`src/source/rp_pkg.sv`:
```
////////////////////////////////////////////////////////////
// analog path shared types
////////////////////////////////////////////////////////////

package rp_pkg;

  ////////////////////////////////////////////////////////////
  // samples
  ////////////////////////////////////////////////////////////

  // ADC and DAC word width
  localparam int SMP_W = 14;

  // signed sample, used on both ADC and generator side
  typedef logic signed [SMP_W-1:0] smp_t;

  // saturation limits of the sample range
  localparam smp_t SMP_MAX = smp_t'(2**(SMP_W-1) - 1);
  localparam smp_t SMP_MIN = smp_t'(-(2**(SMP_W-1)));

  // sign kept, magnitude bits inverted
  // the same mapping converts raw ADC words and builds DAC codes
  function automatic smp_t flip_smp(input smp_t smp);
    return {smp[SMP_W-1], ~smp[SMP_W-2:0]};
  endfunction

  ////////////////////////////////////////////////////////////
  // calibration
  ////////////////////////////////////////////////////////////

  // gain word, 1.0 is 2**MUL_FRAC
  localparam int MUL_W    = 16;
  localparam int MUL_FRAC = 14;

  typedef logic signed [MUL_W-1:0] cal_mul_t;
  // offset, same scale as the sample
  typedef logic signed [SMP_W-1:0] cal_sum_t;

  ////////////////////////////////////////////////////////////
  // PDM
  ////////////////////////////////////////////////////////////

  localparam int          PDM_W   = 8;
  // modulus, full scale level gives a constant one
  localparam int unsigned PDM_RNG = 255;

  typedef logic [PDM_W-1:0] pdm_lvl_t;

endpackage: rp_pkg

```
`src/source/adc_frontend.sv`:
```
////////////////////////////////////////////////////////////
// ADC input register and loopback mux
////////////////////////////////////////////////////////////

module adc_frontend
  import rp_pkg::*;
#(
  // number of analog channels
  parameter int unsigned CHN = 2
)(
  input  logic               adc_clk,
  input  logic               rst,
  // raw words from the converter
  input  smp_t     [CHN-1:0] adc_dat_i,
  // per channel loopback select
  input  logic     [CHN-1:0] mux_loop_i,
  // calibrated generator samples
  input  smp_t     [CHN-1:0] dac_cal_i,
  // samples toward the ADC calibration
  output smp_t     [CHN-1:0] adc_smp_o
);

// registered and reformatted ADC samples
smp_t [CHN-1:0] adc_smp;

////////////////////////////////////////////////////////////
// input register
////////////////////////////////////////////////////////////

// converter delivers offset binary with negative slope
// flipping the low bits gives two's complement
always_ff @(posedge adc_clk, posedge rst) begin
  if (rst) begin
    adc_smp <= '0;
  end else begin
    for (int i = 0; i < CHN; i++) begin
      adc_smp[i] <= flip_smp(adc_dat_i[i]);
    end
  end
end

////////////////////////////////////////////////////////////
// digital loopback
////////////////////////////////////////////////////////////

// channel i of the DAC loops into channel i of the ADC
always_comb begin
  for (int i = 0; i < CHN; i++) begin
    adc_smp_o[i] = mux_loop_i[i] ? dac_cal_i[i] : adc_smp[i];
  end
end

endmodule: adc_frontend

```
`src/source/dac_backend.sv`:
```
////////////////////////////////////////////////////////////
// DAC calibration and code register
////////////////////////////////////////////////////////////

module dac_backend
  import rp_pkg::*;
#(
  // number of analog channels
  parameter int unsigned CHN = 2
)(
  input  logic                       adc_clk,
  input  logic                       rst,
  // generator samples
  input  smp_t     [CHN-1:0]         gen_dat_i,
  // calibration per channel
  input  cal_mul_t [CHN-1:0]         dac_cfg_mul_i,
  input  cal_sum_t [CHN-1:0]         dac_cfg_sum_i,
  // calibrated samples, toward loopback
  output smp_t     [CHN-1:0]         dac_cal_o,
  // DAC codes, parallel word per channel
  output logic     [CHN-1:0][SMP_W-1:0] dac_dat_o
);

////////////////////////////////////////////////////////////
// calibration
////////////////////////////////////////////////////////////

for (genvar i = 0; i < CHN; i++) begin: g_cal
  lin_calib u_cal (
    .adc_clk (adc_clk),
    .rst     (rst),
    .smp_i   (gen_dat_i[i]),
    .mul_i   (dac_cfg_mul_i[i]),
    .sum_i   (dac_cfg_sum_i[i]),
    .smp_o   (dac_cal_o[i])
  );
end: g_cal

////////////////////////////////////////////////////////////
// code register
////////////////////////////////////////////////////////////

// negative slope offset binary
// reset value is the code of a zero sample
always_ff @(posedge adc_clk, posedge rst) begin
  if (rst) begin
    for (int i = 0; i < CHN; i++) begin
      dac_dat_o[i] <= flip_smp(smp_t'(0));
    end
  end else begin
    for (int i = 0; i < CHN; i++) begin
      dac_dat_o[i] <= flip_smp(dac_cal_o[i]);
    end
  end
end

endmodule: dac_backend

```
`src/source/debounce.sv`:
```
////////////////////////////////////////////////////////////
// pin debouncer with edge events
////////////////////////////////////////////////////////////

module debounce #(
  // lockout length in clock cycles
  parameter int unsigned DEB_LEN = 62500
)(
  input  logic adc_clk,
  input  logic rst,
  // asynchronous pin
  input  logic d_i,
  // accepted edge pulses
  output logic pos_o,
  output logic neg_o
);

localparam int unsigned CNT_W = $clog2(DEB_LEN + 1);

typedef enum logic {
  DEB_IDLE,
  DEB_LOCK
} deb_state_e;

deb_state_e       state;
logic [CNT_W-1:0] cnt;
// synchronizer pair
logic             d_s1;
logic             d_s2;
// stable value and its previous copy
logic             stb;
logic             stb_d;

////////////////////////////////////////////////////////////
// synchronizer, FSM and lockout counter
////////////////////////////////////////////////////////////

always_ff @(posedge adc_clk, posedge rst) begin
  if (rst) begin
    d_s1  <= 1'b0;
    d_s2  <= 1'b0;
    stb   <= 1'b0;
    cnt   <= '0;
    state <= DEB_IDLE;
  end else begin
    d_s1 <= d_i;
    d_s2 <= d_s1;
    case (state)
      DEB_IDLE: begin
        // take the change, then ignore the pin for a while
        if (d_s2 != stb) begin
          stb   <= d_s2;
          cnt   <= CNT_W'(DEB_LEN);
          state <= DEB_LOCK;
        end
      end
      DEB_LOCK: begin
        cnt <= cnt - 1'b1;
        if (cnt == CNT_W'(1)) state <= DEB_IDLE;
      end
      default: state <= DEB_IDLE;
    endcase
  end
end

// one cycle pulse per accepted edge
always_ff @(posedge adc_clk, posedge rst) begin
  if (rst) begin
    stb_d <= 1'b0;
    pos_o <= 1'b0;
    neg_o <= 1'b0;
  end else begin
    stb_d <= stb;
    pos_o <= stb & ~stb_d;
    neg_o <= ~stb & stb_d;
  end
end

endmodule: debounce

```
`src/source/lin_calib.sv`:
```
////////////////////////////////////////////////////////////
// gain, offset and saturation stage
////////////////////////////////////////////////////////////

module lin_calib
  import rp_pkg::*;
(
  input  logic     adc_clk,
  input  logic     rst,
  // sample in
  input  smp_t     smp_i,
  // gain, MUL_FRAC fractional bits
  input  cal_mul_t mul_i,
  // offset
  input  cal_sum_t sum_i,
  // calibrated sample out
  output smp_t     smp_o
);

// full product width
localparam int PRD_W = SMP_W + MUL_W;
// product after scaling
localparam int SCL_W = PRD_W - MUL_FRAC;
// one guard bit for the offset add
localparam int SUM_W = SCL_W + 1;

logic signed [PRD_W-1:0] prd;
logic signed [SCL_W-1:0] prd_scl;
logic signed [SUM_W-1:0] sum;
smp_t                    sat;

////////////////////////////////////////////////////////////
// arithmetic
////////////////////////////////////////////////////////////

// signed multiply at full width, no rounding
assign prd = smp_i * mul_i;

// drop fractional bits
// slicing off the low bits is floor division
assign prd_scl = prd[PRD_W-1:MUL_FRAC];

// offset add, sign extended into the guard bit
assign sum = prd_scl + sum_i;

// clamp to the sample range
always_comb begin
  if (sum > SMP_MAX) begin
    sat = SMP_MAX;
  end else if (sum < SMP_MIN) begin
    sat = SMP_MIN;
  end else begin
    sat = sum[SMP_W-1:0];
  end
end

////////////////////////////////////////////////////////////
// output register
////////////////////////////////////////////////////////////

always_ff @(posedge adc_clk, posedge rst) begin
  if (rst) begin
    smp_o <= '0;
  end else begin
    smp_o <= sat;
  end
end

endmodule: lin_calib

```
`src/source/pdm_mod.sv`:
```
////////////////////////////////////////////////////////////
// first order PDM modulator
////////////////////////////////////////////////////////////

module pdm_mod
  import rp_pkg::*;
#(
  // number of PDM outputs
  parameter int unsigned PDM_CHN = 4
)(
  input  logic                     adc_clk,
  input  logic                     rst,
  // density levels, 0 to PDM_RNG
  input  pdm_lvl_t [PDM_CHN-1:0]   lvl_i,
  // modulated bit streams
  output logic     [PDM_CHN-1:0]   pdm_o
);

// accumulator plus level needs one carry bit
localparam int ACC_W = PDM_W + 1;

// residue kept below PDM_RNG
pdm_lvl_t [PDM_CHN-1:0]            acc;
pdm_lvl_t [PDM_CHN-1:0]            acc_nxt;
logic     [PDM_CHN-1:0][ACC_W-1:0] sum;
logic     [PDM_CHN-1:0]            bit_nxt;

////////////////////////////////////////////////////////////
// next state
////////////////////////////////////////////////////////////

// a one is emitted whenever the sum reaches the modulus
// the modulus is then taken back out of the residue
always_comb begin
  for (int i = 0; i < PDM_CHN; i++) begin
    sum[i]     = {1'b0, acc[i]} + {1'b0, lvl_i[i]};
    bit_nxt[i] = (sum[i] >= ACC_W'(PDM_RNG));
    if (bit_nxt[i]) begin
      acc_nxt[i] = PDM_W'(sum[i] - ACC_W'(PDM_RNG));
    end else begin
      acc_nxt[i] = sum[i][PDM_W-1:0];
    end
  end
end

////////////////////////////////////////////////////////////
// registers
////////////////////////////////////////////////////////////

always_ff @(posedge adc_clk, posedge rst) begin
  if (rst) begin
    acc   <= '0;
    pdm_o <= '0;
  end else begin
    acc   <= acc_nxt;
    pdm_o <= bit_nxt;
  end
end

endmodule: pdm_mod

```
`src/source/rp_core_top.sv`:
```
////////////////////////////////////////////////////////////
// acquisition and generation core
// ADC, DAC, PDM and expansion pin paths
////////////////////////////////////////////////////////////

module rp_core_top
  import rp_pkg::*;
#(
  // analog channels, shared by ADC and DAC for loopback
  parameter int unsigned CHN     = 2,
  // PDM outputs
  parameter int unsigned PDM_CHN = 4,
  // debounce lockout in cycles
  parameter int unsigned DEB_LEN = 62500
)(
  input  logic                          adc_clk,
  input  logic                          top_rst,
  // ADC
  input  smp_t     [CHN-1:0]            adc_dat_i,
  input  cal_mul_t [CHN-1:0]            adc_cfg_mul_i,
  input  cal_sum_t [CHN-1:0]            adc_cfg_sum_i,
  output smp_t     [CHN-1:0]            adc_dat_o,
  // DAC
  input  cal_mul_t [CHN-1:0]            dac_cfg_mul_i,
  input  cal_sum_t [CHN-1:0]            dac_cfg_sum_i,
  input  logic     [CHN-1:0]            mux_loop_i,
  input  smp_t     [CHN-1:0]            gen_dat_i,
  output logic     [CHN-1:0][SMP_W-1:0] dac_dat_o,
  // PDM
  input  pdm_lvl_t [PDM_CHN-1:0]        pdm_lvl_i,
  output logic     [PDM_CHN-1:0]        dac_pwm_o,
  // expansion pin
  input  logic                          gio_i,
  output logic                          gio_pos_o,
  output logic                          gio_neg_o
);

logic           rst;
// ADC samples after input register and loopback mux
smp_t [CHN-1:0] adc_smp;
// calibrated generator samples
smp_t [CHN-1:0] dac_cal;

////////////////////////////////////////////////////////////
// reset
////////////////////////////////////////////////////////////

// asserted at once, released on a clock edge
always_ff @(posedge adc_clk, posedge top_rst) begin
  if (top_rst) rst <= 1'b1;
  else         rst <= 1'b0;
end

////////////////////////////////////////////////////////////
// ADC path
////////////////////////////////////////////////////////////

adc_frontend #(
  .CHN (CHN)
) u_adc_fe (
  .adc_clk    (adc_clk),
  .rst        (rst),
  .adc_dat_i  (adc_dat_i),
  .mux_loop_i (mux_loop_i),
  .dac_cal_i  (dac_cal),
  .adc_smp_o  (adc_smp)
);

for (genvar i = 0; i < CHN; i++) begin: g_adc_cal
  lin_calib u_cal (
    .adc_clk (adc_clk),
    .rst     (rst),
    .smp_i   (adc_smp[i]),
    .mul_i   (adc_cfg_mul_i[i]),
    .sum_i   (adc_cfg_sum_i[i]),
    .smp_o   (adc_dat_o[i])
  );
end: g_adc_cal

////////////////////////////////////////////////////////////
// DAC path
////////////////////////////////////////////////////////////

dac_backend #(
  .CHN (CHN)
) u_dac_be (
  .adc_clk       (adc_clk),
  .rst           (rst),
  .gen_dat_i     (gen_dat_i),
  .dac_cfg_mul_i (dac_cfg_mul_i),
  .dac_cfg_sum_i (dac_cfg_sum_i),
  .dac_cal_o     (dac_cal),
  .dac_dat_o     (dac_dat_o)
);

////////////////////////////////////////////////////////////
// PDM outputs and expansion pin
////////////////////////////////////////////////////////////

pdm_mod #(
  .PDM_CHN (PDM_CHN)
) u_pdm (
  .adc_clk (adc_clk),
  .rst     (rst),
  .lvl_i   (pdm_lvl_i),
  .pdm_o   (dac_pwm_o)
);

debounce #(
  .DEB_LEN (DEB_LEN)
) u_deb (
  .adc_clk (adc_clk),
  .rst     (rst),
  .d_i     (gio_i),
  .pos_o   (gio_pos_o),
  .neg_o   (gio_neg_o)
);

endmodule: rp_core_top

```
`config.mk`:
```
export PLATFORM = sky130hd
export DESIGN_NAME = rp_core_top
export DESIGN_NICKNAME = d
export VERILOG_FILES = /design/src/source/rp_pkg.sv /design/src/source/adc_frontend.sv /design/src/source/dac_backend.sv /design/src/source/debounce.sv /design/src/source/lin_calib.sv /design/src/source/pdm_mod.sv /design/src/source/rp_core_top.sv
export SDC_FILE = /design/constraint.sdc
export NUM_CORES = 2
export LEC_CHECK = 0
export ABC_AREA = 1
export BUFFER_PORTS_ARGS = -buffer_cell sky130_fd_sc_hd__buf_2
export CORE_MARGIN = 3
export CORE_UTILIZATION = 35
export DETAILED_ROUTE_END_ITERATION = 16
export REMOVE_ABC_BUFFERS = 1
export SYNTH_ARGS = -nofsm -noshare
export SYNTH_HDL_FRONTEND = slang
export SYNTH_HIERARCHICAL = 1
export SYNTH_SLANG_ARGS = --single-unit
```
`constraint.sdc`:
```
create_clock -name adc_clk -period 1.5 [get_ports adc_clk]
set_clock_uncertainty 0.1 [all_clocks]
set_input_delay 0.3 -clock adc_clk [delete_from_list [all_inputs] [get_ports adc_clk]]
set_output_delay 0.3 -clock adc_clk [all_outputs]
set_load 0.03 [all_outputs]
```
==> impl_metrics.yaml <==
run_status:
  status: "finished with violations"
  violations: "setup timing"
floorplan:
  die_width_um: 378
  initial_utilization_pct: 35.5
  core_um2: 136000
  rows: 135
  ios: 275
  die_y_um: 378
  dieArea_um2: 143000
sta:
  setup_ws_ps: -5430
  period_minus_slack_ps: 6930
  max_slew_margin_pct: 46.3
  period_share_pct: 462
  fmax_mhz: 144
  final-setup-viol-count: 118
  drv_slew: 0
  hold_viol: 0
  worst_slew_pin_slew_ps: 806
  rsz0062_at_grt: "true"
cts:
  clk_path_buf_depth: 2
  cts.sinks: 172
  ctsHtreeMaxLevel: 4
  root_buffer: "clkbuf_16"
  worstSkewPairLatency_ps: 530
  cts_tree: "done"
  clk_pin_slew_worst_paths_ps: 100
  cts_made_buffers: 17
place:
  post-dp-hpwl_um: 116000
  port_buffers: 274
  finalWeightedCongestion: 0.912
  dp_slack_ps: -6250
  dpl-instance-area_um2: 58300
  dp.cells: 9317
grt:
  grt_pass1_vias: 46800
  grt_pass1_wl_um: 232000
  grt_max_degree: 37
  antenna_found_initial: 12
  grt_usage_pct: 20.0
  grt_remaining_overflow: 0
critical_path:
  cp_max_fo: 7
  r2r_slack_ps: -5430
  r2r_end: "g_adc_cal[1].u_cal/smp_o[2]"
  crit_type: "flip-flop to flip-flop"
  cp_common_cell: "fa_1"
  critical-path-slowest-cell: "fa_1"
  cp-end-kind: "flip-flop"
  cp.arrival_ps: 7240
  cp.required_ps: 1820
  cp_slowest_stage_delay_ps: 600
  worstRegToRegCells: 34
  timing.critical_path.from_type: "flip-flop"
  reg2reg_from: "u_dac_be/g_cal[1].u_cal/smp_o[4]"
yosys:
  synthFlopType: "dfrtp_1"
  synth_seq_cells: 172
  syn_avg_cell_area_um2: 7.37
  yosysWarningCount: 6
  synth_edf_count: 0
  synth_area_um2: 48400
  synthTopCellsByArea: "fa_1 (36%), inv_1 (15%), nand2_1 (15%), ha_1 (9.9%), dfrtp_1 (7.5%)"
  syn_inst: 6565
  yosys.area.top_type: "fa_1"
  yosysSeqAreaShare_pct: 8.96
  synth_top_area_share_pct: 36.4
  ys_types: 50
  async_reset_ff_share_pct: 100
route:
  vias_per_cell: 4.56
  wl_per_cell_um: 14.7
  firstDrtPassIters: 7
  wl_um: 141000
  drcViolationCount: 0
  drtIter0Drc: 2005
  drtAntennaViolNets: 0
  vias: 43700
hold_path:
  holdPathEnd: "g_adc_cal[1].u_cal/smp_o[0]"
  holdPathStages: 4
  hold_path_startpoint: "adc_cfg_sum_i[14]"
  min_path_type: "primary input to flip-flop"
cells_and_area:
  fillers: 12700
  area_growth_pct: 40.4
  final_area_um2: 67900
  stdcell_count: 9583
  drive_gt1_share_pct: 34.7
  layout.nets: 9257
run:
  maxCapViolations: 0
[cells in the final DEF, fill, tap and decap left out, types with 99 or more instances in the layout]
cell,count
ha_1,231
nor2_1,163
buf_6,149
nand2_1,1505
buf_4,948
fa_1,826
buf_2,168
dfrtp_1,144
nand3_1,125
nand2_4,99
ha_4,140
inv_1,1728
nand2_2,316
inv_2,188
[cell type report]
| type | instances | area, um2 | share of cell area (%) |
|---|---|---|---|
| timing repair buffer | 1368 | 11400 | 16.7 |
| sequential | 172 | 4340 | 6.39 |
| clock inverter | 15 | 190 | 0.280 |
| tap | 1781 | 2230 | 3.28 |
| antenna | 7 | 17.5 | 0.0258 |
| clock buffer | 17 | 425 | 0.626 |
| inverter | 1928 | 7280 | 10.7 |
| multi-input combinational | 4295 | 42100 | 62.0 |
[kinds of logic after synthesis]
group	Yosys count	synth area share (%)
adder cells (fa/ha/maj)	1262	46.3
AND/OR/NAND/NOR	2548	21.7
other	1	0.00775
AO/OA/AOI/OAI	335	3.96
buffers and inverters	2109	16.6
XOR/XNOR	138	2.50
flip-flops	172	8.96
[state kept, by name, indices dropped and copies added, names as in the netlist, 4 cells and up]
register	flops
u_deb/cnt	16
u_adc_fe/adc_smp	28
u_dac_be/g_cal.u_cal/smp_o	28
u_pdm/pdm_o	4
u_dac_be/dac_dat_o	28
u_pdm/acc	32
g_adc_cal.u_cal/smp_o	28
[synth_stat cells (4+ instances only)]
| master | count |
|---|---|
| fa_1 | 880 |
| nand3_1 | 183 |
| inv_1 | 1913 |
| a21oi_2 | 5 |
| nor2_4 | 6 |
| or2_2 | 23 |
| o21ai_1 | 10 |
| a21oi_1 | 158 |
| a21boi_0 | 12 |
| nand4_1 | 41 |
| o21a_1 | 12 |
| xor2_1 | 72 |
| ha_1 | 382 |
| dfstp_2 | 27 |
| o21ai_0 | 70 |
| nand3_4 | 4 |
| dfrtp_1 | 145 |
| nand2_2 | 44 |
| nand3_2 | 14 |
| a21o_1 | 18 |
| nand2_1 | 1879 |
| clkbuf_1 | 164 |
| nor2_1 | 277 |
| a31oi_1 | 14 |
| and3_1 | 4 |
| buf_6 | 12 |
| o21bai_1 | 23 |
| nor3_1 | 30 |
| o211ai_1 | 5 |
| nor4_1 | 7 |
| inv_2 | 15 |
| nor3_2 | 7 |
| xnor2_1 | 66 |
| nor2_2 | 14 |
[how the worst max path moves through the flow]
| stage | slack [ps] | endpoint | cells past startpoint | start |
|---|---|---|---|---|
| 2_1_floorplan | -5610 | g_adc_cal[1].u_cal/smp_o[0] | 37 | mux_loop_i[1] |
| 3_3_place_gp | -6190 | g_adc_cal[1].u_cal/smp_o[0] | 35 | mux_loop_i[1] |
| 3_5_place_dp | -6250 | g_adc_cal[1].u_cal/smp_o[6] | 35 | mux_loop_i[1] |
| 4_1_cts | -5400 | g_adc_cal[0].u_cal/smp_o[10] | 36 | u_adc_fe/adc_smp[4] |
| 5_1_grt | -5730 | g_adc_cal[1].u_cal/smp_o[8] | 36 | u_dac_be/g_cal[1].u_cal/smp_o[4] |
| 6_report | -5430 | g_adc_cal[1].u_cal/smp_o[2] | 34 | u_dac_be/g_cal[1].u_cal/smp_o[4] |
[per-layer routing]
| layer | routed length [um] | GRT usage (%) | up-vias |
|---|---|---|---|
| li1 | - | - | 21300 |
| met1 | 61500 | 25.9 | 21300 |
| met5 | 26 | 0 | - |
| met4 | 2900 | 4.78 | 4 |
| met3 | 7900 | 3.94 | 193 |
| met2 | 68800 | 34.4 | 887 |
[critical path, delay by kind of cell (launching register included)]
family	cells	cell delay [ps]
simple gates	16	1340
xor+xnor	1	180
fa+ha+maj	8	3780
buf+inv	6	500
compound gates	3	500
flops	1	390
[through the flow]
step | TNS, ps | utilization, % | hold slack [ps]
finish | -313770 | 49.8 | 44.3
global route | -333730 | 49.8 | 25.0
CTS | -312140 | 47.9 | -25.8
detailed placement | -364600 | 42.7 | 205
global placement | -361140 | 42.7 | 205
floorplan | -320010 | - | 89.7
[timing repair]
item,CTS,global route
hold buffers,30,0
endpoints found under the setup margin,150,138
gates resized for setup,1271,554
setup buffers,120,64
cloned,18,1
hold endpoints to repair,31,0
pin swaps,663,428
Power is left out: the tool's default activity adds up to more than one toggle a clock period on the data nets, which glitch-free logic cannot reach.
